File: src/source/noc_router_cfg.svh
`ifndef NOC_ROUTER_CFG_SVH
`define NOC_ROUTER_CFG_SVH

// flit payload width.
`define NOC_PAYLOAD_BITS 32

// width of one mesh coordinate, x or y.
`define NOC_COORD_BITS 4

// words per input buffer, head register included.
`define NOC_BUF_DEPTH 8

// buffered word count at which almost-full rises.
`define NOC_BUF_THRESHOLD 6

`endif

File: src/source/noc_pkg.sv
`include "noc_router_cfg.svh"

package noc_pkg;

  typedef enum logic [1:0] {
    HEAD   = 2'd0,
    BODY   = 2'd1,
    TAIL   = 2'd2,
    SINGLE = 2'd3  // head and tail in one flit.
  } flit_kind_e;

  // in a head or single flit the payload starts with dest_x, then dest_y.
  typedef struct packed {
    flit_kind_e                   kind;
    logic [`NOC_PAYLOAD_BITS-1:0] payload;
  } flit_t;

  // south and west are never reached in this quadrant.
  typedef enum logic [1:0] {
    PORT_EAST  = 2'd0,
    PORT_NORTH = 2'd1,
    PORT_LOCAL = 2'd2
  } out_port_e;

endpackage

File: src/source/noc_flit_if.sv
`timescale 1ns/1ps
`include "noc_router_cfg.svh"

interface noc_flit_if
  import noc_pkg::*;
();
  logic      valid;
  logic      ready;
  flit_t     flit;
  out_port_e port;   // held route for body and tail flits.

  modport sender (
    output valid,
    output flit,
    output port,
    input  ready
  );

  modport receiver (
    input  valid,
    input  flit,
    input  port,
    output ready
  );
endinterface

File: src/source/noc_fifo_mem.sv
`timescale 1ns/1ps
`include "noc_router_cfg.svh"

module noc_fifo_mem #(
  parameter int WIDTH     = `NOC_PAYLOAD_BITS,
  parameter int DEPTH     = `NOC_BUF_DEPTH,
  parameter int THRESHOLD = `NOC_BUF_THRESHOLD
)(
  input  logic             clk,
  input  logic             rst_n,
  input  logic             i_clear,
  input  logic             i_push,
  input  logic [WIDTH-1:0] i_data,
  input  logic             i_pop,
  output logic             o_empty,
  output logic             o_almost_full,
  output logic             o_full,
  output logic [WIDTH-1:0] o_data
);
  localparam int                  CNT_BITS = $clog2(DEPTH + 1);
  localparam int                  PTR_BITS = $clog2(DEPTH - 1);
  localparam logic [PTR_BITS-1:0] PTR_LAST = PTR_BITS'(DEPTH - 2);
  localparam logic [CNT_BITS-1:0] CNT_FULL = CNT_BITS'(DEPTH);
  localparam logic [CNT_BITS-1:0] CNT_AF   = CNT_BITS'(THRESHOLD);

  logic                push;
  logic                pop;
  logic                empty_q;
  logic                full_q;
  logic                afull_q;
  logic [CNT_BITS-1:0] count_q;
  logic [CNT_BITS-1:0] count_nxt;
  logic                to_head;
  logic                to_mem;
  logic [PTR_BITS-1:0] wr_ptr_q;
  logic [PTR_BITS-1:0] rd_ptr_q;
  logic [WIDTH-1:0]    mem [DEPTH-1];
  logic [WIDTH-1:0]    head_q;

  function automatic logic [PTR_BITS-1:0] next_ptr(input logic [PTR_BITS-1:0] ptr);
    return (ptr == PTR_LAST) ? '0 : ptr + 1'b1;
  endfunction

  assign push = i_push && !full_q;   // writes into a full buffer are dropped.
  assign pop  = i_pop && !empty_q;

  always_comb begin
    case ({push, pop})
      2'b10:   count_nxt = count_q + 1'b1;
      2'b01:   count_nxt = count_q - 1'b1;
      default: count_nxt = count_q;
    endcase
  end

  always_ff @(posedge clk, negedge rst_n) begin
    if (!rst_n) begin
      count_q <= '0;
      empty_q <= 1'b1;
      full_q  <= 1'b0;
    end
    else if (i_clear) begin
      count_q <= '0;
      empty_q <= 1'b1;
      full_q  <= 1'b0;
    end
    else if (push || pop) begin
      count_q <= count_nxt;
      empty_q <= (count_nxt == '0);
      full_q  <= (count_nxt == CNT_FULL);
    end
  end

  if (THRESHOLD < DEPTH) begin : g_afull
    always_ff @(posedge clk, negedge rst_n) begin
      if (!rst_n) begin
        afull_q <= 1'b0;
      end
      else if (i_clear) begin
        afull_q <= 1'b0;
      end
      else if (push || pop) begin
        afull_q <= (count_nxt >= CNT_AF);
      end
    end
  end
  else begin : g_afull_is_full
    assign afull_q = full_q;
  end

  // the head register takes the word directly when nothing sits behind it.
  assign to_head = empty_q || ((count_q == 1) && pop);
  assign to_mem  = !to_head;

  always_ff @(posedge clk, negedge rst_n) begin
    if (!rst_n) begin
      wr_ptr_q <= '0;
      rd_ptr_q <= '0;
    end
    else if (i_clear) begin
      wr_ptr_q <= '0;
      rd_ptr_q <= '0;
    end
    else begin
      if (push && to_mem) begin
        wr_ptr_q <= next_ptr(wr_ptr_q);
      end
      if (pop && (count_q >= 2)) begin
        rd_ptr_q <= next_ptr(rd_ptr_q);   // memory word moves up into the head.
      end
    end
  end

  always_ff @(posedge clk) begin
    if (push && to_mem) begin
      mem[wr_ptr_q] <= i_data;
    end
  end

  always_ff @(posedge clk) begin
    if (push && to_head) begin
      head_q <= i_data;
    end
    else if (pop) begin
      head_q <= mem[rd_ptr_q];
    end
  end

  assign o_empty       = empty_q;
  assign o_full        = full_q;
  assign o_almost_full = afull_q;
  assign o_data        = head_q;
endmodule

File: src/source/noc_input_unit.sv
`timescale 1ns/1ps
`include "noc_router_cfg.svh"

module noc_input_unit
  import noc_pkg::*;
#(
  parameter logic [`NOC_COORD_BITS-1:0] MY_X = '0,
  parameter logic [`NOC_COORD_BITS-1:0] MY_Y = '0
)(
  input  logic       clk,
  input  logic       rst_n,
  input  logic       i_clear,
  input  logic       i_valid,
  output logic       o_ready,
  input  flit_t      i_flit,
  output logic       o_almost_full,
  noc_flit_if.sender o_out
);
  logic                       empty;
  logic                       full;
  logic                       pop;
  logic [$bits(flit_t)-1:0]   buf_word;
  flit_t                      head;
  logic [`NOC_COORD_BITS-1:0] dest_x;
  logic [`NOC_COORD_BITS-1:0] dest_y;
  out_port_e                  route;
  out_port_e                  held_port_q;
  logic                       in_pkt_q;

  noc_fifo_mem #(
    .WIDTH     ($bits(flit_t)),
    .DEPTH     (`NOC_BUF_DEPTH),
    .THRESHOLD (`NOC_BUF_THRESHOLD)
  ) u_buf (
    .clk           (clk),
    .rst_n         (rst_n),
    .i_clear       (i_clear),
    .i_push        (i_valid),
    .i_data        (i_flit),
    .i_pop         (pop),
    .o_empty       (empty),
    .o_almost_full (o_almost_full),
    .o_full        (full),
    .o_data        (buf_word)
  );

  assign o_ready = !full;
  assign head    = flit_t'(buf_word);
  assign pop     = o_out.valid && o_out.ready;
  assign dest_x  = head.payload[`NOC_COORD_BITS-1:0];
  assign dest_y  = head.payload[2*`NOC_COORD_BITS-1:`NOC_COORD_BITS];

  // xy routing, x first.
  always_comb begin
    if (dest_x > MY_X) begin
      route = PORT_EAST;
    end
    else if (dest_y > MY_Y) begin
      route = PORT_NORTH;
    end
    else begin
      route = PORT_LOCAL;
    end
  end

  always_ff @(posedge clk, negedge rst_n) begin
    if (!rst_n) begin
      in_pkt_q    <= 1'b0;
      held_port_q <= PORT_LOCAL;
    end
    else if (i_clear) begin
      in_pkt_q <= 1'b0;
    end
    else if (pop) begin
      if (head.kind == HEAD) begin
        in_pkt_q    <= 1'b1;
        held_port_q <= route;
      end
      else if (head.kind == TAIL) begin
        in_pkt_q <= 1'b0;
      end
    end
  end

  assign o_out.valid = !empty;
  assign o_out.flit  = head;
  assign o_out.port  = in_pkt_q ? held_port_q : route;   // body payload is not a route.
endmodule

File: src/source/noc_switch.sv
`timescale 1ns/1ps
`include "noc_router_cfg.svh"

module noc_switch
  import noc_pkg::*;
(
  input  logic         clk,
  input  logic         rst_n,
  input  logic         i_clear,
  noc_flit_if.receiver i_in_w,
  noc_flit_if.receiver i_in_l,
  output logic         o_e_valid,
  input  logic         i_e_ready,
  output flit_t        o_e_flit,
  output logic         o_n_valid,
  input  logic         i_n_ready,
  output flit_t        o_n_flit,
  output logic         o_l_valid,
  input  logic         i_l_ready,
  output flit_t        o_l_flit
);
  localparam int N_IN  = 2;
  localparam int N_OUT = 3;

  logic      [N_IN-1:0]  in_valid;
  logic      [N_IN-1:0]  in_ready;
  flit_t                 in_flit [N_IN];
  out_port_e             in_port [N_IN];
  logic      [N_OUT-1:0] out_valid;
  logic      [N_OUT-1:0] out_ready;
  logic      [N_OUT-1:0] xfer;
  logic      [N_OUT-1:0] sel;   // selected input per output, 0 is west.
  flit_t                 out_flit [N_OUT];

  assign in_valid     = {i_in_l.valid, i_in_w.valid};
  assign in_flit[0]   = i_in_w.flit;
  assign in_flit[1]   = i_in_l.flit;
  assign in_port[0]   = i_in_w.port;
  assign in_port[1]   = i_in_l.port;
  assign i_in_w.ready = in_ready[0];
  assign i_in_l.ready = in_ready[1];

  assign out_ready = {i_l_ready, i_n_ready, i_e_ready};

  for (genvar g = 0; g < N_OUT; g++) begin : g_out
    logic [N_IN-1:0] req;
    logic            lock_q;
    logic            owner_q;
    logic            last_q;

    assign req[0] = in_valid[0] && (in_port[0] == out_port_e'(g));
    assign req[1] = in_valid[1] && (in_port[1] == out_port_e'(g));

    // a free output goes to the input after the last winner.
    assign sel[g]       = lock_q ? owner_q : ((&req) ? !last_q : req[1]);
    assign out_valid[g] = lock_q ? req[owner_q] : (|req);
    assign out_flit[g]  = in_flit[sel[g]];
    assign xfer[g]      = out_valid[g] && out_ready[g];

    always_ff @(posedge clk, negedge rst_n) begin
      if (!rst_n) begin
        lock_q  <= 1'b0;
        owner_q <= 1'b0;
        last_q  <= 1'b1;
      end
      else if (i_clear) begin
        lock_q <= 1'b0;
      end
      else if (xfer[g]) begin
        if (!lock_q) begin
          last_q <= sel[g];
        end
        if (out_flit[g].kind == HEAD) begin
          lock_q  <= 1'b1;
          owner_q <= sel[g];
        end
        else if (out_flit[g].kind == TAIL) begin
          lock_q <= 1'b0;
        end
      end
    end
  end

  // an input routes to one output only, so at most one term is set per input.
  always_comb begin
    in_ready = '0;
    for (int o = 0; o < N_OUT; o++) begin
      if (xfer[o]) begin
        in_ready[sel[o]] = 1'b1;
      end
    end
  end

  assign o_e_valid = out_valid[PORT_EAST];
  assign o_e_flit  = out_flit[PORT_EAST];
  assign o_n_valid = out_valid[PORT_NORTH];
  assign o_n_flit  = out_flit[PORT_NORTH];
  assign o_l_valid = out_valid[PORT_LOCAL];
  assign o_l_flit  = out_flit[PORT_LOCAL];
endmodule

File: src/source/noc_router.sv
`timescale 1ns/1ps
`include "noc_router_cfg.svh"

module noc_router
  import noc_pkg::*;
#(
  parameter logic [`NOC_COORD_BITS-1:0] MY_X = `NOC_COORD_BITS'(2),
  parameter logic [`NOC_COORD_BITS-1:0] MY_Y = `NOC_COORD_BITS'(2)
)(
  input  logic  clk,
  input  logic  rst_n,
  input  logic  i_clear,
  input  logic  i_w_valid,
  output logic  o_w_ready,
  input  flit_t i_w_flit,
  output logic  o_w_almost_full,
  input  logic  i_l_valid,
  output logic  o_l_ready,
  input  flit_t i_l_flit,
  output logic  o_l_almost_full,
  output logic  o_e_valid,
  input  logic  i_e_ready,
  output flit_t o_e_flit,
  output logic  o_n_valid,
  input  logic  i_n_ready,
  output flit_t o_n_flit,
  output logic  o_l_valid,
  input  logic  i_l_ready,
  output flit_t o_l_flit
);
  noc_flit_if w_link ();
  noc_flit_if l_link ();

  noc_input_unit #(.MY_X(MY_X), .MY_Y(MY_Y)) u_in_w (
    .clk           (clk),
    .rst_n         (rst_n),
    .i_clear       (i_clear),
    .i_valid       (i_w_valid),
    .o_ready       (o_w_ready),
    .i_flit        (i_w_flit),
    .o_almost_full (o_w_almost_full),
    .o_out         (w_link.sender)
  );

  noc_input_unit #(.MY_X(MY_X), .MY_Y(MY_Y)) u_in_l (
    .clk           (clk),
    .rst_n         (rst_n),
    .i_clear       (i_clear),
    .i_valid       (i_l_valid),
    .o_ready       (o_l_ready),
    .i_flit        (i_l_flit),
    .o_almost_full (o_l_almost_full),
    .o_out         (l_link.sender)
  );

  noc_switch u_switch (
    .clk       (clk),
    .rst_n     (rst_n),
    .i_clear   (i_clear),
    .i_in_w    (w_link.receiver),
    .i_in_l    (l_link.receiver),
    .o_e_valid (o_e_valid),
    .i_e_ready (i_e_ready),
    .o_e_flit  (o_e_flit),
    .o_n_valid (o_n_valid),
    .i_n_ready (i_n_ready),
    .o_n_flit  (o_n_flit),
    .o_l_valid (o_l_valid),
    .i_l_ready (i_l_ready),
    .o_l_flit  (o_l_flit)
  );
endmodule

File: config.mk
export PLATFORM = sky130hd
export DESIGN_NAME = noc_router
export DESIGN_NICKNAME = d
export VERILOG_FILES = /design/src/source/noc_pkg.sv /design/src/source/noc_flit_if.sv /design/src/source/noc_fifo_mem.sv /design/src/source/noc_input_unit.sv /design/src/source/noc_switch.sv /design/src/source/noc_router.sv
export VERILOG_INCLUDE_DIRS = /design/src /design/src/source
export SDC_FILE = /design/constraint.sdc
export NUM_CORES = 1
export LEC_CHECK = 0
export CELL_PAD_IN_SITES_DETAIL_PLACEMENT = 1
export CELL_PAD_IN_SITES_GLOBAL_PLACEMENT = 1
export CORE_MARGIN = 2
export CORE_UTILIZATION = 30
export DETAILED_ROUTE_END_ITERATION = 16
export DONT_BUFFER_PORTS = 1
export PLACE_DENSITY_LB_ADDON = 0.12
export SLEW_MARGIN = 20
export SYNTH_ARGS = -nofsm -noshare
export SYNTH_HDL_FRONTEND = slang
export SYNTH_SLANG_ARGS = --single-unit
export TNS_END_PERCENT = 1
File: constraint.sdc
create_clock -name clk -period 6.85 [get_ports clk]
set_input_delay 0.685 -clock clk [delete_from_list [all_inputs] [get_ports clk]]
set_output_delay 0.685 -clock clk [all_outputs]
set_load 0.005 [all_outputs]
==> impl_metrics.yaml <==
synthesis:
  seq_area_frac_synth_pct: 69.5
  synth_flop_cell: "edfxtp_1"
  syn_area_per_cell_um2: 16.5
  ys_warn_count: 0
  ys_types: 69
  ys_async_sr_fraction_pct: 7.01
  synth_cells: 1511
  netlist_area_um2: 25000
  synth_edf_count: 544
  synth_nets: 1601
  synth-seq-cells: 585
finish:
  multiInputGateArea_um2: 7310
  fin_nets: 1621
  fillers: 8319
  mostFrequentLayoutCell: "edfxtp_1"
  drive_gt1_share_pct: 23.5
  syn_to_final_growth_pct: 13.6
  regArea_um2: 17400
  most-common-layout-cells: "edfxtp_1 (544), mux2_2 (142), nand2_1 (132), o21ai_0 (130), mux2i_1 (112)"
pwr:
  seqPwrFrac_pct: 50.1
  power_frac_clock_pct: 38.7
  p_int_mw: 6.48
  powerDensity_nw_per_um2: 306
  irDropWorstVdd_mv: 0.181
  power.share.combinational_pct: 11.2
  swShare_pct: 25.4
  switching_power_mw: 2.21
  leakage_nw: 8.73
global_route:
  grt_max_degree: 76
  grt_pass1_vias: 14200
  antenna_found_initial: 2
  grt_pass1_wl_um: 98200
  grtUsageTotal_pct: 15.6
  gr-total-overflow: 0
routing:
  detail-route-antenna-nets: 0
  num_vias: 13100
  dr.pass1.iters: 6
  via_per_inst: 4.94
  drt_wl_total_um: 66700
  drt_iter0_drc: 577
  wl_per_cell_um: 25.2
  drcViolationCount: 0
clock_network:
  htreeDepth: 3
  post_cts_buffers: 0
  cts_tree: "built"
  cts_root_buf: "clkbuf_16"
  clk_path_buf_depth: 3
  cts_buffers: 69
  path_clk_slew_ns: 0.06
  clock-sinks: 585
  worst_skew_pair.late_latency_ns: 0.60
placement:
  dp_hpwl_um: 39700
  io_buffer_count: 0
  gp_congestion: 0.778
sta:
  post-route-period-util_pct: 58.0
  final_hold_viol_count: 0
  setup_tns_ns: 0
  maxSlewViolCount: 0
  holdWs_ns: 0.144
  skew_ns: 0.0290
  fmax_mhz: 252
  fin_crit_ns: 3.97
  worstMarginPinSlew_ns: 0.893
  relSlewSlack_pct: 40.5
  setup_viol: 0
  rsz0062_at_grt: "no"
worst_setup_path:
  end_kind: "flop"
  r2r.worst_path.cells: 8
  cp_max_fo: 21
  crit_type: "reg2reg"
  cp_slowest_cell: "a311oi_4"
  critPathLaunchType: "flop"
  critPathRequiredTime_ns: 7.11
  cpLargestDelayFamily: "compound AO/OA/AOI/OAI gates"
  crit_chain: "a211oi_1 > a32o_1 > nand3b_1 > a311oi_4 > o211ai_2 > nand3b_1 > nor2_4 > buf_4"
  cp_num_buf_inv: 1
  cp.arrival_ns: 4.23
  worst-path-stages: 8
  crit_top_cell: "nand3b_1"
  slowest_delay_ns: 0.65
floorplan:
  dieArea_um2: 85600
  ioPinCount: 185
  rows: 105
  fp.dieW_um: 293
  core_region_area_um2: 82200
  initial_core_util_pct: 30.4
  die_y_um: 293
run_status:
  outcome: "completed"
hold_path:
  holdPathStages: 1
  hold_path_class: "in2reg"
flow_run:
  cap_violations: 0
## synth_stat cells (all sizes together), types with 13 or more instances
library cell / n / area share [%]
dfrtp: 34 / 3.4
mux4: 68 / 6.1
nor2b: 13 / 0.33
o21ai: 133 / 2.7
a21oi: 28 / 0.58
mux2: 173 / 7.8
nor2: 40 / 0.60
ha: 14 / 0.70
inv: 23 / 0.35
mux2i: 112 / 4.5
clkbuf: 55 / 0.83
nand2: 134 / 2.0
edfxtp: 544 / 65
buf: 25 / 0.53
## power groups by stage
stage,registers (mW),logic [mW],clock network [mW]
final,4.35,0.976,3.36
after global routing,4.38,1.07,3.62
after CTS,4.36,1.01,3.49
after detailed placement,4.43,0.993,0
after global placement,4.42,0.995,0
after floorplan,4.29,0.727,0
## registers in the layout, summed over array words and instances, names as in the netlist, 4 cells and up
| register | cells |
|---|---|
| u_in_w.u_buf.mem | 238 |
| u_in_l.u_buf.mem | 238 |
| u_in_l.u_buf.count_q | 4 |
| u_in_w.u_buf.count_q | 4 |
| u_in_w.u_buf.o_data | 34 |
| u_in_l.u_buf.o_data | 34 |
## stage by stage
step | util (%) | std cells | setup slack [ns] | instance area, µm² | power, mW
floorplan | - | 1511 | 1.09 | 25000 | 5.02
global placement | 32.0 | 2528 | 2.83 | 26300 | 5.42
detailed placement | 32.0 | 2528 | 2.77 | 26300 | 5.42
CTS | 34.5 | 2650 | 2.72 | 28400 | 8.85
global route | 34.5 | 2650 | 2.51 | 28400 | 9.07
finish | 34.5 | 2651 | 2.88 | 28400 | 8.69
## path summary, 6_finish.rpt
path / from / to / slack, ns
max: u_in_w.u_buf.o_data[4] / u_in_l.u_buf.mem[5][13] / 2.88
min: i_clear / u_in_w.u_buf.rd_ptr_q[2] / 0.14
max reg2reg: u_in_w.u_buf.o_data[4] / u_in_l.u_buf.mem[5][13] / 2.88
min reg2reg: u_in_l.held_port_q[1] / u_in_l.held_port_q[1] / 0.51
max in group asynchronous: rst_n / u_in_l.held_port_q[1] / 5.92
min in group asynchronous: rst_n / u_in_w.u_buf.rd_ptr_q[0] / 0.63
## area by class of cell
cell class,count,share of cell area (%)
inverters,23,0.304
flip-flops and latches,585,61.2
well taps,1070,4.71
repair buffers,29,0.846
clock inverters,25,0.489
multi-input cells,823,25.8
diodes,1,0.00881
clock buffers,95,6.65
## per-layer routing
| layer | up-vias | share of wire, % | track usage (%) | wire (µm) |
|---|---|---|---|---|
| met4 | 0 | 2.3 | 4.70 | 1510 |
| li1 | 5953 | - | - | - |
| met2 | 207 | 48 | 26.1 | 32400 |
| met3 | 86 | 5.4 | 4.11 | 3620 |
| met1 | 6861 | 44 | 19.8 | 29200 |
| met5 | - | 0 | 0 | 0 |
## worst reg2reg max path, cell delays in order, from the launching register on
cell and delay (ns):
edfxtp_1 0.44, a211oi_1 0.42, a32o_1 0.30, nand3b_1 0.22, a311oi_4 0.65, o211ai_2 0.29, nand3b_1 0.36, nor2_4 0.49
buf_4 0.44
## what timing repair did
item	in CTS	in global routing
hold buffers	2	0
hold endpoints to repair	41	0
resized for setup	0	0
## cells by family after synthesis
logic type,Yosys count,share of synthesized area [%]
buf+inv,103,1.70
flops,585,69.5
mux,353,18.4
fa+ha+maj,14,0.701
simple gates,248,4.65
compound gates,208,5.06
No activity file was read; power rests on OpenSTA's default activity.
